===== config.mk =====
export PLATFORM = sky130hd
export DESIGN_NAME = mod_unit_top
export DESIGN_NICKNAME = d
export VERILOG_FILES = /design/src/common/mod_ctrl_pkg.sv /design/src/common/mod_types_pkg.sv /design/src/design/mod_sequencer.sv /design/src/design/mod_unit_top.sv /design/src/design/ver_mod.sv
export SDC_FILE = /design/constraint.sdc
export NUM_CORES = 1
export LEC_CHECK = 0
export BUFFER_PORTS_ARGS = -buffer_cell sky130_fd_sc_hd__buf_2
export CORE_MARGIN = 4
export CORE_UTILIZATION = 30
export CTS_BUF_LIST = sky130_fd_sc_hd__clkbuf_4
export DETAILED_ROUTE_END_ITERATION = 16
export HOLD_SLACK_MARGIN = 0.08
export PLACE_DENSITY = 0.42
export SYNTH_ARGS = -nofsm -noshare
export SYNTH_HDL_FRONTEND = slang
export SYNTH_HIERARCHICAL = 1
export SYNTH_SLANG_ARGS = --single-unit

===== constraint.sdc =====
create_clock -name clk -period 81.1 [get_ports clk]
set_input_delay 8.11 -clock clk [delete_from_list [all_inputs] [get_ports clk]]
set_output_delay 8.11 -clock clk [all_outputs]
set_load 0.005 [all_outputs]

===== src/common/mod_ctrl_pkg.sv =====
//--------------------------------------------------------------------------
// State encoding of the request sequencer FSM
//--------------------------------------------------------------------------

`default_nettype none

package mod_ctrl_pkg;

	// One request in flight with a fixed two cycle latency
	typedef enum logic [1:0]
	{
		ST_IDLE = 2'd0,  // Waiting for start
		ST_EVAL = 2'd1,  // Operands registered, remainder settling
		ST_DONE = 2'd2   // Result valid, done high
	} seq_state_t;

endpackage : mod_ctrl_pkg

`default_nettype wire


===== src/common/mod_types_pkg.sv =====
//--------------------------------------------------------------------------
// Default operand widths and the modulus opcode enum
//--------------------------------------------------------------------------

`default_nettype none

package mod_types_pkg;

	// Operand widths used as top level parameter defaults
	localparam int a_width_def = 14;  // Dividend width
	localparam int b_width_def = 9;   // Divisor and remainder width

	// Opcode of a request
	// Selects how both operands and the result are interpreted
	typedef enum logic [0:0]
	{
		OP_MODU = 1'b0,  // Unsigned operands
		OP_MODS = 1'b1   // Two's complement operands with the result signed like a
	} mod_op_t;

endpackage : mod_types_pkg

`default_nettype wire


===== src/design/mod_sequencer.sv =====
//--------------------------------------------------------------------------
// Request capture, opcode decode and result register of the modulus unit,
// with protocol assertions
//--------------------------------------------------------------------------

`timescale 1ns/1ps
`default_nettype none

module mod_sequencer #(
	parameter int A_WIDTH = mod_types_pkg::a_width_def,  // Dividend width
	parameter int B_WIDTH = mod_types_pkg::b_width_def,  // Divisor width
	parameter int TC_MODE = 1                            // 0 removes signed support
) (
	input  wire logic                  clk,
	input  wire logic                  rst_n,     // Synchronous, active low
	input  wire logic                  start,     // One cycle request strobe
	input  wire mod_types_pkg::mod_op_t op,       // Sampled with start
	input  wire logic [A_WIDTH-1:0]    a,         // Dividend, sampled with start
	input  wire logic [B_WIDTH-1:0]    b,         // Divisor, sampled with start
	input  wire logic [B_WIDTH-1:0]    mod_comb,  // Remainder from ver_mod
	output logic      [A_WIDTH-1:0]    a_q,       // Registered dividend
	output logic      [B_WIDTH-1:0]    b_q,       // Registered divisor
	output logic                       tc_q,      // Registered signed flag
	output logic                       busy,      // Request in flight
	output logic                       done,      // Result valid for one cycle
	output logic      [B_WIDTH-1:0]    modulus,   // Held until next result
	output logic                       div_zero   // Held with modulus
);

	import mod_types_pkg::*;
	import mod_ctrl_pkg::*;

	seq_state_t state;
	logic       accept;  // Start taken this cycle

	assign accept = start && (state == ST_IDLE);  // Start while busy is dropped
	assign busy   = (state != ST_IDLE);
	assign done   = (state == ST_DONE);

	//--------------------------------------------------------------------------
	// FSM
	//--------------------------------------------------------------------------

	always_ff @(posedge clk)
	begin
		if (!rst_n)
			state <= ST_IDLE;
		else
		begin
			case (state)
				ST_IDLE:
				begin
					if (accept)
						state <= ST_EVAL;
				end
				ST_EVAL: state <= ST_DONE;  // ver_mod has settled on the registered operands
				ST_DONE: state <= ST_IDLE;
				default: state <= ST_IDLE;
			endcase
		end
	end

	//--------------------------------------------------------------------------
	// Operand capture and opcode decode
	//--------------------------------------------------------------------------

	always_ff @(posedge clk)
	begin
		if (accept)
		begin
			a_q  <= a;
			b_q  <= b;
			tc_q <= (op == OP_MODS) && (TC_MODE != 0);  // Signed requests fall back to unsigned
		end
	end

	// Result register loaded once per request
	always_ff @(posedge clk)
	begin
		if (!rst_n)
		begin
			modulus  <= '0;
			div_zero <= 1'b0;
		end
		else if (state == ST_EVAL)
		begin
			modulus  <= mod_comb;
			div_zero <= (b_q == '0);
		end
	end

	//--------------------------------------------------------------------------
	// Assertions
	//--------------------------------------------------------------------------

	// Single cycle done pulse
	a_done_pulse: assert property (@(posedge clk) disable iff (!rst_n)
		done |=> !done)
	else $error("mod_sequencer: done high for more than one cycle");

	// Fixed latency from an accepted start
	a_done_latency: assert property (@(posedge clk) disable iff (!rst_n)
		(start && !busy) |-> ##2 done)
	else $error("mod_sequencer: done did not follow start by two cycles");

	// Reset leaves the unit idle
	a_reset_idle: assert property (@(posedge clk)
		!rst_n |=> !busy)
	else $error("mod_sequencer: busy after reset");

endmodule : mod_sequencer

`default_nettype wire


===== src/design/mod_unit_top.sv =====
//--------------------------------------------------------------------------
// Modulus unit top level, sequencer plus combinational modulus block
//--------------------------------------------------------------------------

`timescale 1ns/1ps
`default_nettype none

module mod_unit_top #(
	parameter int A_WIDTH = mod_types_pkg::a_width_def,  // Dividend width
	parameter int B_WIDTH = mod_types_pkg::b_width_def,  // Divisor and result width
	parameter int TC_MODE = 1                            // 0 treats all requests as unsigned
) (
	input  wire logic                   clk,
	input  wire logic                   rst_n,
	input  wire logic                   start,
	input  wire mod_types_pkg::mod_op_t op,
	input  wire logic [A_WIDTH-1:0]     a,
	input  wire logic [B_WIDTH-1:0]     b,
	output logic                        busy,
	output logic                        done,
	output logic      [B_WIDTH-1:0]     modulus,
	output logic                        div_zero
);

	// Registered operands toward ver_mod
	logic [A_WIDTH-1:0] a_q;
	logic [B_WIDTH-1:0] b_q;
	logic               tc_q;
	logic [B_WIDTH-1:0] mod_comb;  // Remainder back to the sequencer

	mod_sequencer #(
		.A_WIDTH (A_WIDTH),
		.B_WIDTH (B_WIDTH),
		.TC_MODE (TC_MODE)
	) u_seq (
		.clk      (clk),
		.rst_n    (rst_n),
		.start    (start),
		.op       (op),
		.a        (a),
		.b        (b),
		.mod_comb (mod_comb),
		.a_q      (a_q),
		.b_q      (b_q),
		.tc_q     (tc_q),
		.busy     (busy),
		.done     (done),
		.modulus  (modulus),
		.div_zero (div_zero)
	);

	// Zero cycle datapath between the two registers of the sequencer
	ver_mod #(
		.A_WIDTH (A_WIDTH),
		.B_WIDTH (B_WIDTH),
		.TC_MODE (TC_MODE)
	) u_mod (
		.a       (a_q),
		.b       (b_q),
		.tc      (tc_q),
		.modulus (mod_comb)
	);

endmodule : mod_unit_top

`default_nettype wire


===== src/design/ver_mod.sv =====
//--------------------------------------------------------------------------
// Combinational Verilog-style modulus, unsigned or two's complement,
// built on a non-restoring shift/subtract remainder
//--------------------------------------------------------------------------

`timescale 1ns/1ps
`default_nettype none

module ver_mod #(
	parameter int A_WIDTH = mod_types_pkg::a_width_def,  // Dividend width
	parameter int B_WIDTH = mod_types_pkg::b_width_def,  // Divisor width
	parameter int TC_MODE = 1                            // 0 removes signed support
) (
	input  wire logic [A_WIDTH-1:0] a,       // Dividend
	input  wire logic [B_WIDTH-1:0] b,       // Divisor
	input  wire logic               tc,      // Two's complement request
	output logic      [B_WIDTH-1:0] modulus  // a mod b, sign of a
);

	//--------------------------------------------------------------------------
	// Remainder of two unsigned magnitudes
	//--------------------------------------------------------------------------

	// Non-restoring division lets the partial remainder go negative
	// and the next step then adds b instead of subtracting it.
	// One extra bit holds the sign of the partial remainder
	function automatic logic [B_WIDTH-1:0] nr_rem(
		input logic [A_WIDTH-1:0] dvd,
		input logic [B_WIDTH-1:0] dvs
	);
		logic [B_WIDTH:0] part;   // Partial remainder, two's complement
		logic [B_WIDTH:0] dvs_x;  // Divisor zero extended to remainder width
		begin
			part  = '0;
			dvs_x = {1'b0, dvs};
			// Bring dividend bits in MSB first
			for (int i = A_WIDTH - 1; i >= 0; i--)
			begin
				if (part[B_WIDTH])
					part = {part[B_WIDTH-1:0], dvd[i]} + dvs_x;  // Negative, add back
				else
					part = {part[B_WIDTH-1:0], dvd[i]} - dvs_x;  // Positive, subtract
			end
			// Final correction into [0, b)
			if (part[B_WIDTH])
				part = part + dvs_x;
			return part[B_WIDTH-1:0];
		end
	endfunction

	//--------------------------------------------------------------------------
	// Sign handling around the unsigned core
	//--------------------------------------------------------------------------

	logic               signed_op;  // Operands taken as two's complement
	logic               a_neg;      // Dividend is negative
	logic               b_neg;      // Divisor is negative
	logic [A_WIDTH-1:0] mag_a;      // Dividend magnitude
	logic [B_WIDTH-1:0] mag_b;      // Divisor magnitude
	logic [B_WIDTH-1:0] rem_u;      // Remainder of the magnitudes

	assign signed_op = tc && (TC_MODE != 0);
	assign a_neg     = signed_op && a[A_WIDTH-1];
	assign b_neg     = signed_op && b[B_WIDTH-1];

	// Most negative value maps onto itself and reads back as the right
	// unsigned magnitude
	assign mag_a = a_neg ? (~a + 1'b1) : a;
	assign mag_b = b_neg ? (~b + 1'b1) : b;

	assign rem_u = nr_rem(mag_a, mag_b);

	// Result follows the sign of the dividend and is 0 for a zero divisor
	always_comb
	begin
		if (b == '0)
			modulus = '0;
		else if (a_neg && (rem_u != '0))
			modulus = ~rem_u + 1'b1;  // Negate nonzero remainder
		else
			modulus = rem_u;

		// Unsigned remainder must land below the divisor
		if (!tc && (b != '0))
		begin
			assert (modulus < b)
			else $error("ver_mod: unsigned remainder %0d not below divisor %0d", modulus, b);
		end
	end

endmodule : ver_mod

`default_nettype wire


# After elaboration in Yosys (flattened, before gate mapping)
# Index checks and enable logic that the tools add are counted.
# W data, S select, Z words.
word_totals:
  regBits: 36
  in_bits: 27
  output_inout_bits: 12
  elab_cells: 71
classes:
  n_addsub: 31
  eq_ne: 3
  n_mux: 20
  bitwise: 3
  reduce_logical: 8
ops:
  columns: ["cell", "n"]
  rows:
  - ["$add A10 B9 Y10", 13]
  - ["$mux W10", 13]
  - ["$sub A10 B9 Y10", 13]
  - ["$mux W9", 4]
  - ["$add A9 B1 Y9 const B", 2]
  - ["$not A9 Y9", 2]
  - ["$add A14 B1 Y14 const B", 1]
  - ["$mux W14", 1]
  - ["$not A14 Y14", 1]
  - ["$sub A1 B9 Y10", 1]
  - ["$add A9 B9 Y9", 1]
  - ["$logic_not A9 Y1", 1]
  - ["$reduce_bool A9 Y1", 1]
  - ["$logic_and A1 B1 Y1", 4]
  - ["$pmux W2 S2", 1]
  - ["$eq A2 B1 Y1 const B", 1]
  - ["$eq A2 B2 Y1 const B", 1]
  - ["$logic_not A2 Y1", 1]
  - ["$mux W2", 1]
  - ["$ne A2 B1 Y1 const B", 1]
  - ["$reduce_bool A2 Y1", 1]

# Logic depth before layout (Yosys ltp)
# Gate-level depths: netlist of the first run.
logic_depth:
  ltp_word: 36
  mapped_depth: 159

# By module
# Netlist of the first run, hierarchy kept.
by_module_without_submodules:
  columns: ["module", "n_inst", "cells_each", "area_per_inst_um2"]
  rows:
  - ["ver_mod", 1, 1046, 7682.4]
  - ["mod_sequencer", 1, 80, 1197.4]

# Worst setup path before layout of the first run
# OpenSTA, ideal clock, no wires.
synth_path:
  kind: "register -> register"
  from: "register u_seq.b_q[0]"
  to: "register u_seq.modulus[4]"
  setup_ns: 0.070
  t_arrival_ns: 32.023
  required_ns: 81.030
  path_slack_ns: 49.007
  stages_incl_launch_ff: 158
  cell_sequence: "edfxtp_1 > clkbuf_1 > clkinv_1 > ha_1 > nand3b_1 > xor2_1 > buf_2 > nand2_1 > nor2_1 > nand3_1 > nor3_1 > o21ai_0 > ha_1 > or2_2 > a21oi_1 > a21oi_1 > xnor2_2 > buf_1 > [122 not listed] > xnor2_1 > xnor2_1 > a21oi_1 > nand2b_1 > ha_1 > nand2_1 > nor3_1 > nand2_1 > o41ai_1 > ha_1 > or2_2 > clkbuf_1 > a21oi_1 > xor2_1 > nor2_1 > a211oi_1 > nand2_1 > a21boi_1"
synth_via:
  elab_chain_len: 35
  word_cells_on_any_way: 52
  cone_classes: "add/sub (30); mux (17); bitwise (2); reduce/logical (3)"
synth_lines:
  columns: ["element", "line_no", "source"]
  rows:
  - ["start: declaration", "mod_sequencer.sv:22", "output logic [B_WIDTH-1:0] b_q,"]
  - ["start signal: assignment", "mod_sequencer.sv:72", "b_q <= b;"]
  - ["$not A9 Y9", "ver_mod.sv:69", "assign mag_b = b_neg ? (~b + 1'b1) : b;"]
  - ["$add A9 B1 Y9", "ver_mod.sv:69", null]
  - ["$mux W9", "ver_mod.sv:69", null]
  - ["$sub A1 B9 Y10", "ver_mod.sv:42", "part = {part[B_WIDTH-1:0], dvd[i]} - dvs_x;"]
  - ["$sub A10 B9 Y10 / $add A10 B9 Y10 (equally long branches)", "ver_mod.sv:42, ver_mod.sv:40", null]
  - ["$mux W10", "ver_mod.sv:39", "if (part[B_WIDTH])"]
  - ["$sub A10 B9 Y10 / $add A10 B9 Y10 (equally long branches)", "ver_mod.sv:42, ver_mod.sv:40", null]
  - ["$mux W10", "ver_mod.sv:39", null]
  - ["[20 not listed]", null, null]
  - ["$mux W10", "ver_mod.sv:39", null]
  - ["$add A9 B9 Y9", "ver_mod.sv:46", "part = part + dvs_x;"]
  - ["$mux W9", "ver_mod.sv:45", "if (part[B_WIDTH])"]
  - ["$not A9 Y9 / $reduce_bool A9 Y1 (equally long branches)", "ver_mod.sv:79, ver_mod.sv:78", null]
  - ["$add A9 B1 Y9 / $logic_and A1 B1 Y1 (equally long branches)", "ver_mod.sv:79, ver_mod.sv:78", null]
  - ["$mux W9", "ver_mod.sv:78", "else if (a_neg && (rem_u != '0))"]
  - ["$mux W9 *", "ver_mod.sv:76", "if (b == '0)"]
  - ["named net mod_comb[4]", "mod_unit_top.sv:29", "logic [B_WIDTH-1:0] mod_comb;"]
  - ["end signal: assignment", "mod_sequencer.sv:87", "modulus <= mod_comb;"]
  - ["end: declaration", "mod_sequencer.sv:26", "output logic [B_WIDTH-1:0] modulus,"]
# The timed path passes the listed nets; every way through them passes the cells marked *.
# A chain may end at the register's enable or synchronous reset.

# Final worst setup path of the first run
# Same ends and word-level chain as after synthesis.

==> reports/results.md, run 1 <==
## Worst setup path
• sky130_fd_sc_hd__xnor2_1 — cell type with the highest occurrence count on the critical path
• sky130_fd_sc_hd__xnor2_1 — highest-delay cell along the critical path
• 155 — logic depth of the worst register-to-register path
• 4 — buffering stage count on the worst path with inverters included
• u_seq/modulus[4] — worst reg2reg endpoint
• XOR/XNOR gates — Worst path top cell family by delay
• 610 ps — critical path's largest stage delay
• 81370 ps — required time at the endpoint of the critical path
• flop — kind of end point of the critical path
• u_seq/b_q[0] — Reg2Reg Launch Point
• reg -> reg — kind of critical path
• 31 — worst-path maximum fanout
• 38170 ps — Worst Path Arrival
• 43210 ps — register-to-register path setup slack
• flop — type of origin of the critical path

## Logic synthesis
• 1.32% — share of cell area taken by muxes after synthesis
• 19.6% — share of the synthesized area in the top cell type
• 18.7% — share of the synthesized area in compound gates (AO/OA/AOI/OAI)
• sky130_fd_sc_hd__xnor2_1 — cell accounting for the most synthesized area
• sky130_fd_sc_hd__xnor2_1 (20%), sky130_fd_sc_hd__ha_1 (19%), sky130_fd_sc_hd__edfxtp_1 (8.1%), sky130_fd_sc_hd__a21oi_1 (5.2%), sky130_fd_sc_hd__xor2_1 (4.8%) — cells taking the most area after synthesis
• 10.8% — sequential-to-total area share from yosys stat
• 18.0% — share of synthesized cell area in and, or, nand and nor gates
• 0% — proportion of register bits with asynchronous set or reset after synthesis
• sky130_fd_sc_hd__edfxtp_1 — prevailing post-synth register cell
• 1126 — number of instances in the synthesized netlist
• 6 — count of warnings emitted by yosys
• 72 — number of distinct standard cells referenced by the synthesized netlist
• 7.89 sq um — mean instance size in the synthesized netlist
• 8880 sq um — post-synthesis instance area
• XOR/XNOR gates — main combinational cell family by area after synthesis
• 26.2% — XOR/XNOR Fraction of Synth Area
• 24 — number of enable-type register cells in the synthesized netlist
• 1300 — net count after synthesis
• 36 — number of flip-flops and latches in the synthesized netlist
• 21.9% — adder and majority cell fraction of the synthesized area

## Floorplan
• 39 — ports placed on the boundary
• 180 um — y dimension of the die
• 30.7% — Initial Util
• 180 um — horizontal die dimension
• 32400 sq um — overall die area
• 28900 sq um — core area
• 62 — # rows

## CTS
• built — CTS tree
• 330 ps — clock insertion delay at the later pin of the skew report
• 5 — number of buffers added by the clock tree synthesis step
• 0 — post-CTS repair timing setup buffer count
• 2 — count of H-tree levels built during CTS
• sky130_fd_sc_hd__clkbuf_4 — cell chosen for the clock root
• 2 — maximum number of buffers from clock root to sink
• 0 — cts repair resizes
• 100 ps — clock transition time at the flip-flop clock pins of the worst setup and hold paths
• 0 — Post-CTS Hold Buffers
• 36 — Sinks on Clock Net

## Detailed routing
• 0 — number of routed nets with antenna violations
• 4.93 — vias per cell
• met4 — uppermost routed layer
• 351 — iteration-0 DRC count of the detailed router
• 17.0 um — WL/cell
• 7634 — Via Count
• 5 — detailed-routing iteration count for the pre-antenna-repair pass
• 26.3 mm — Post-Route WL
• 13.6 mm — Routed met1 length
• 659 um — amount of wire on met3 after detailed routing
• 11.8 mm — Met2 Wirelength
• 0 — Remaining DRCs

## Min path
• reg -> reg — Hold/Removal Path Class
• u_seq/modulus[7] — end of the worst hold path
• 2 — Min-Delay Path Depth
• u_seq/modulus[7] — start point of the worst min-delay path

## Timing
• 26.1% — worst rel slew slack
• 43210 ps — fin worst setup slack
• false — RSZ-0062 raised after global routing
• 10.4 ps — Final Skew
• 0 — Hold Vio Cnt, Final
• 37890 ps — time the worst path needs with I/O delays and setup
• 0 — count of pins over their slew limit
• 0 — count of final setup violators
• 26.4 MHz — maximum frequency from static timing analysis
• 1110 ps — transition time at the pin with the least slew margin
• 46.7% — final worst path period share
• 0 ps — final total negative setup slack

## Finish
• 1335 — number of nets in the finished design
• 1547 — post-route non-filler standard cell count
• 8.26% — fraction of layout instances using a drive strength above 1
• 8.43% — area added between synthesis and finish

## GRT
• 32 — pin count of the biggest net entering global routing
• 15.7% — Total Routing Usage GR
• 1 — antenna violations before repair
• 41.3 mm — first-pass GRT wire length
• 0 — global route overflow
• 7505 — via count of the first global-routing pass

## Placement
• 1538 — Placed Instances
• 0.809 — routability congestion estimate
• 20.9 mm — dpl hpwl
• 38 — IO buf count
• 43360 ps — pre-CTS setup slack

## Flow run
• 0 — max-capacitance violation count

## Outcome
• finished clean — result of the run

per-layer routing:
metal | vias up | global-route usage (%)
met4 | 0 | 2.48
met3 | 12 | 0.646
li1 | 3995 | -
met1 | 3502 | 23.4
met2 | 125 | 25.7
met5 | - | 0
how the worst max path moves through the flow:
| stage | from | endpoint | slack [ps] | depth (start not counted) |
|---|---|---|---|---|
| 6_report | u_seq/b_q[0] | u_seq/modulus[4] | 43210 | 155 |
| 5_1_grt | u_seq/b_q[0] | u_seq/modulus[4] | 39290 | 155 |
| 4_1_cts | u_seq/b_q[0] | u_seq/modulus[4] | 43090 | 155 |
| 3_5_place_dp | u_seq/b_q[0] | u_seq/modulus[4] | 43360 | 155 |
| 3_3_place_gp | u_seq/b_q[0] | u_seq/modulus[4] | 43640 | 155 |
| 2_1_floorplan | u_seq/b_q[0] | u_seq/modulus[4] | 49010 | 157 |
Yosys cell counts (7+ instances only):
| cell type | instances |
|---|---|
| sky130_fd_sc_hd__a31oi_1 | 13 |
| sky130_fd_sc_hd__o21a_1 | 7 |
| sky130_fd_sc_hd__o21ai_0 | 52 |
| sky130_fd_sc_hd__a21boi_1 | 10 |
| sky130_fd_sc_hd__ha_1 | 133 |
| sky130_fd_sc_hd__clkbuf_1 | 15 |
| sky130_fd_sc_hd__or3_1 | 8 |
| sky130_fd_sc_hd__nand2_1 | 113 |
| sky130_fd_sc_hd__a21oi_1 | 92 |
| sky130_fd_sc_hd__a211oi_1 | 14 |
| sky130_fd_sc_hd__edfxtp_1 | 24 |
| sky130_fd_sc_hd__nor3_1 | 25 |
| sky130_fd_sc_hd__nand2b_1 | 13 |
| sky130_fd_sc_hd__xnor2_1 | 199 |
| sky130_fd_sc_hd__inv_1 | 44 |
| sky130_fd_sc_hd__fa_1 | 14 |
| sky130_fd_sc_hd__mux2i_1 | 7 |
| sky130_fd_sc_hd__nor2_1 | 107 |
| sky130_fd_sc_hd__nand3_1 | 13 |
| sky130_fd_sc_hd__o21bai_1 | 17 |
| sky130_fd_sc_hd__dfxtp_1 | 12 |
| sky130_fd_sc_hd__xor2_1 | 49 |
| sky130_fd_sc_hd__a21o_1 | 28 |
| sky130_fd_sc_hd__nor2b_1 | 15 |
area by class of cell:
class	instances	area (sq um)
antenna	1	2.50
clock buffer	6	45.0
clock inverter	2	7.51
fill	3143	19300
inverter	48	180
multi-input combinational	1020	7670
sequential	36	961
tap	384	480
timing repair buffer	50	280
placed cells by master (no fill, tap or decap), drive strengths merged, types with 28 or more instances in the layout:
| master | instances |
|---|---|
| inv | 47 |
| xnor2 | 202 |
| a21oi | 94 |
| xor2 | 50 |
| o21ai | 57 |
| nor2 | 110 |
| buf | 50 |
| nand2 | 113 |
| ha | 133 |
| a21o | 28 |
| nor3 | 28 |
logic make-up after synthesis:
group                    Yosys count
AND/OR/NAND/NOR                  340
buffers and inverters             70
AO/OA/AOI/OAI                    266
flip-flops                        36
adder cells (fa/ha/maj)          147
multiplexers                      11
XOR/XNOR                         256
state kept, by name, indices dropped and copies added, names as in the netlist:
name / cells
u_seq/a_q: 14
u_seq/b_q: 9
u_seq/state: 2
u_seq/modulus: 9
u_seq/tc_q: 1
u_seq/div_zero: 1
metrics by stage:
stage	hold slack, ps	utilization, %	area [sq um]
2_1_floorplan	447	-	8880
3_3_place_gp	444	33.1	9570
3_5_place_dp	446	33.1	9570
4_1_cts	465	33.3	9630
5_1_grt	481	33.3	9630
6_report	456	33.3	9630
worst reg2reg max path: cells and delay by family, from the launching register on:
family	cells	cell delay (ps)
buffers and inverters	4	1500
AND/OR/NAND/NOR	33	6380
AO/OA/AOI/OAI	63	11860
XOR/XNOR	39	13090
adder cells (fa/ha/maj)	16	4690
flip-flops	1	330
Power of run 1 is left out: the tool's default activity adds up to more than one toggle a clock period on the data nets, which glitch-free logic cannot reach.
==> run 2: changes to the inputs <==
ABC_AREA = 1   (was default)
PLACE_DENSITY = 0.43   (was 0.42)
clock period = 33 ns   (was 81.1 ns; I/O delays follow)
==> run 2 against run 1 <==
Against the previous run: synthesized cell count grew 18%; register-to-register slack lost 40000 ps; critical path depth grew 37; fmax grew 27%; clock-buffer cell count is the same; utilization grew 0.73 points; critical endpoint is now u_seq/modulus[2]; sequential cell count is the same; hold slack gained 50 ps; sequential share of layout area shrank 0.21 points; via count grew 10%; non-clock buffer count grew 7; critical path type unchanged; largest cell class unchanged; global-route usage shrank 0.47 points.
==> reports/results.md, run 2 <==
## Outcome
• finished clean — result of the run, unchanged

## CTS
• 120 ps — clock transition time at the flip-flop clock pins of the worst setup and hold paths, was 100 ps
• 36 — Sinks on Clock Net, unchanged
• 340 ps — clock insertion delay at the later pin of the skew report, was 330 ps
• 2 — count of H-tree levels built during CTS, unchanged
• sky130_fd_sc_hd__clkbuf_4 — cell chosen for the clock root, unchanged
• built — CTS tree, unchanged
• 2 — maximum number of buffers from clock root to sink, unchanged
• 5 — number of buffers added by the clock tree synthesis step, unchanged

## Min path
• u_seq/modulus[4] — start point of the worst min-delay path, was u_seq/modulus[7]
• 2 — Min-Delay Path Depth, unchanged
• u_seq/modulus[4] — end of the worst hold path, was u_seq/modulus[7]
• reg -> reg — Hold/Removal Path Class, unchanged

## Worst setup path
• sky130_fd_sc_hd__fa_1 — highest-delay cell along the critical path, was sky130_fd_sc_hd__xnor2_1
• 33250 ps — required time at the endpoint of the critical path, was 81370 ps
• reg -> reg — kind of critical path, unchanged
• 3200 ps — register-to-register path setup slack, was 43210 ps
• 30050 ps — Worst Path Arrival, was 38170 ps
• sky130_fd_sc_hd__nand2_1 — cell type with the highest occurrence count on the critical path, was sky130_fd_sc_hd__xnor2_1
• 192 — logic depth of the worst register-to-register path, was 155
• 480 ps — critical path's largest stage delay, was 610 ps
• flop — type of origin of the critical path, unchanged
• compound AO/OA/AOI/OAI gates — Worst path top cell family by delay, was XOR/XNOR gates
• flop — kind of end point of the critical path, unchanged
• 17 — buffering stage count on the worst path with inverters included, was 4
• u_seq/modulus[2] — worst reg2reg endpoint, was u_seq/modulus[4]
• u_seq/b_q[1] — Reg2Reg Launch Point, was u_seq/b_q[0]
• 18 — worst-path maximum fanout, was 31

## Logic synthesis
• 0% — proportion of register bits with asynchronous set or reset after synthesis, unchanged
• 36 — number of flip-flops and latches in the synthesized netlist, unchanged
• 1508 — net count after synthesis, was 1300
• 1334 — number of instances in the synthesized netlist, was 1126
• sky130_fd_sc_hd__nand2_1 (253), sky130_fd_sc_hd__inv_1 (169), sky130_fd_sc_hd__o21ai_0 (139) — most frequent cells after synthesis, was sky130_fd_sc_hd__xnor2_1 (199), sky130_fd_sc_hd__ha_1 (133), sky130_fd_sc_hd__nand2_1 (113)
• 18.7% — share of the synthesized area in the top cell type, was 19.6%
• sky130_fd_sc_hd__ha_1 (19%), sky130_fd_sc_hd__nand2_1 (11%), sky130_fd_sc_hd__edfxtp_1 (8.1%), sky130_fd_sc_hd__o21ai_0 (7.8%), sky130_fd_sc_hd__xor2_1 (7.3%) — cells taking the most area after synthesis, was sky130_fd_sc_hd__xnor2_1 (20%), sky130_fd_sc_hd__ha_1 (19%), sky130_fd_sc_hd__edfxtp_1 (8.1%), sky130_fd_sc_hd__a21oi_1 (5.2%), sky130_fd_sc_hd__xor2_1 (4.8%)
• 0% — share of cell area taken by muxes after synthesis, was 1.32%
• sky130_fd_sc_hd__edfxtp_1 — prevailing post-synth register cell, unchanged
• sky130_fd_sc_hd__ha_1 — cell accounting for the most synthesized area, was sky130_fd_sc_hd__xnor2_1
• 21.9% — adder and majority cell fraction of the synthesized area, about the same
• 24 — number of enable-type register cells in the synthesized netlist, unchanged
• 42 — number of distinct standard cells referenced by the synthesized netlist, was 72
• sky130_fd_sc_hd__nand2_1 — leading cell type by number of instances after synthesis, was sky130_fd_sc_hd__xnor2_1
• 10.8% — sequential-to-total area share from yosys stat, about the same
• 8880 sq um — post-synthesis instance area, about the same
• 26.8% — share of synthesized cell area in and, or, nand and nor gates, was 18.0%
• 18.0% — share of the synthesized area in compound gates (AO/OA/AOI/OAI), was 18.7%
• 13.1% — XOR/XNOR Fraction of Synth Area, was 26.2%
• 6 — count of warnings emitted by yosys, unchanged
• 6.65 sq um — mean instance size in the synthesized netlist, was 7.89 sq um
• simple AND/OR/NAND/NOR gates — main combinational cell family by area after synthesis, was XOR/XNOR gates

## Placement
• 19.4 mm — dpl hpwl, was 20.9 mm
• 0.856 — routability congestion estimate, was 0.809
• 38 — IO buf count, unchanged
• 9470 sq um — placed standard-cell area, was 9570 sq um
• 1050 ps — pre-CTS setup slack, was 43360 ps

## Finish
• 10.8% — area added between synthesis and finish, was 8.43%
• 1538 — number of nets in the finished design, was 1335
• 34.0% — core utilization of the finished layout, was 33.3%
• sky130_fd_sc_hd__nand2_1 (253), sky130_fd_sc_hd__inv_1 (168), sky130_fd_sc_hd__ha_1 (132), sky130_fd_sc_hd__o21ai_0 (128) — commonest cells after routing, fill and taps aside, was sky130_fd_sc_hd__xnor2_1 (197), sky130_fd_sc_hd__ha_1 (133), sky130_fd_sc_hd__nand2_1 (113), sky130_fd_sc_hd__nor2_1 (107), sky130_fd_sc_hd__a21oi_1 (92)
• sky130_fd_sc_hd__nand2_1 — commonest non-fill, non-tap cell in the layout, was sky130_fd_sc_hd__xnor2_1
• u_seq/a_q x14, u_seq/b_q x9, u_seq/modulus x9 — Regs by FF count, unchanged
• 9840 sq um — finished layout cell area, was 9630 sq um
• 13.2% — fraction of layout instances using a drive strength above 1, was 8.26%
• 14 — flip-flop count of the largest register, all copies and words added, unchanged
• u_seq/a_q — top register by number of flip-flops, unchanged

## Detailed routing
• 0 — number of routed nets with antenna violations, unchanged
• 4.81 — vias per cell, was 4.93
• 0 — Remaining DRCs, unchanged
• 5 — detailed-routing iteration count for the pre-antenna-repair pass, unchanged
• 8419 — Via Count, was 7634
• 429 — iteration-0 DRC count of the detailed router, was 351
• 14.4 um — WL/cell, was 17.0 um
• 25.1 mm — Post-Route WL, was 26.3 mm

## GRT
• 8171 — via count of the first global-routing pass, was 7505
• met2 — layer with the highest usage after global routing, unchanged
• 0.686% — Global Route met3 Usage, was 0.646%
• 0 — global route overflow, unchanged
• 21.2% — global routing met1 resource utilization, was 23.4%
• 37 — pin count of the biggest net entering global routing, was 32
• 41.4 mm — first-pass GRT wire length, was 41.3 mm
• 15.2% — Total Routing Usage GR, was 15.7%
• 26.2% — grt met2 use, was 25.7%
• 1 — antenna violations before repair, unchanged

## Timing
• 90.3% — final worst path period share, was 46.7%
• 1080 ps — transition time at the pin with the least slew margin, was 1110 ps
• 3200 ps — fin worst setup slack, was 43210 ps
• 0 ps — final total negative setup slack, unchanged
• 0 — count of final setup violators, unchanged
• 0 — Hold Vio Cnt, Final, unchanged
• 28.1% — worst rel slew slack, was 26.1%
• 29800 ps — time the worst path needs with I/O delays and setup, was 37890 ps
• 0 — count of pins over their slew limit, unchanged
• 33.6 MHz — maximum frequency from static timing analysis, was 26.4 MHz
• 25.4 ps — Final Skew, was 10.4 ps

## Floorplan
• 62 — # rows, unchanged
• 30.7% — Initial Util, about the same
• 28900 sq um — core area, unchanged
• 39 — ports placed on the boundary, unchanged
• 180 um — y dimension of the die, about the same
• 180 um — horizontal die dimension, about the same
• 32400 sq um — overall die area, about the same

## Flow run
• 0 — max-capacitance violation count, unchanged

==> run 2: worst max path at each step <==
| stage | from | endpoint | cells past startpoint |
|---|---|---|---|
| after floorplan | u_seq/b_q[0] | u_seq/modulus[2] | 192 |
| after global placement | u_seq/b_q[0] | u_seq/modulus[2] | 195 |
| after detailed placement | u_seq/b_q[0] | u_seq/modulus[2] | 196 |
| after CTS | u_seq/b_q[0] | u_seq/modulus[2] | 196 |
| after global routing | u_seq/a_q[6] | u_seq/modulus[2] | 200 |
| final | u_seq/b_q[1] | u_seq/modulus[2] | 192 |
==> run 2: layout make-up <==
class                           count  area [sq um]
Fill cell                        3201         19100
Multi-Input combinational cell   1086          7290
Sequential cell                    36           961
Inverter                          178           676
Tap cell                          384           480
Timing Repair Buffer               57           345
Clock buffer                        6          45.0
Clock inverter                      2          35.0
Antenna cell                        1          2.50
==> run 2: kinds of logic after synthesis <==
group                      after synthesis
DFF                                     36
adders and majority gates              147
xor gates and xnor gates               133
AOI/OAI and AO/OA                      298
buffers and inverters                  212
and+or+nand+nor                        508
==> run 2: stage by stage <==
step           hold WS (ps)  instances
2_1_floorplan           485       1334
3_5_place_dp            477       1732
6_report                506       1750
3_3_place_gp            481       1732
4_1_cts                 516       1740
5_1_grt                 538       1750
==> run 2: tightest hold or removal path, delay by kind of cell, from the launching register on <==
kind,cells,cell delay [ps]
flip-flops,1,340
AND/OR/NAND/NOR,1,80
AO/OA/AOI/OAI,1,60
==> run 2: what timing repair did <==
action | 4_1_cts | 5_1_grt
hold endpoints to repair | 0 | 0
endpoints found under the setup margin | 0 | 9
buffers inserted | 0 | 9
hold buffers | 0 | 0
resized for setup | 0 | 55
==> run 2: per-layer routing <==
layer / part of all wire [%] / wire (um)
met4: 1.8 / 453
met1: 50 / 12500
met5: 0 / 0
met2: 46 / 11600
met3: 2.1 / 519
Power of run 2 is left out for the same reason.
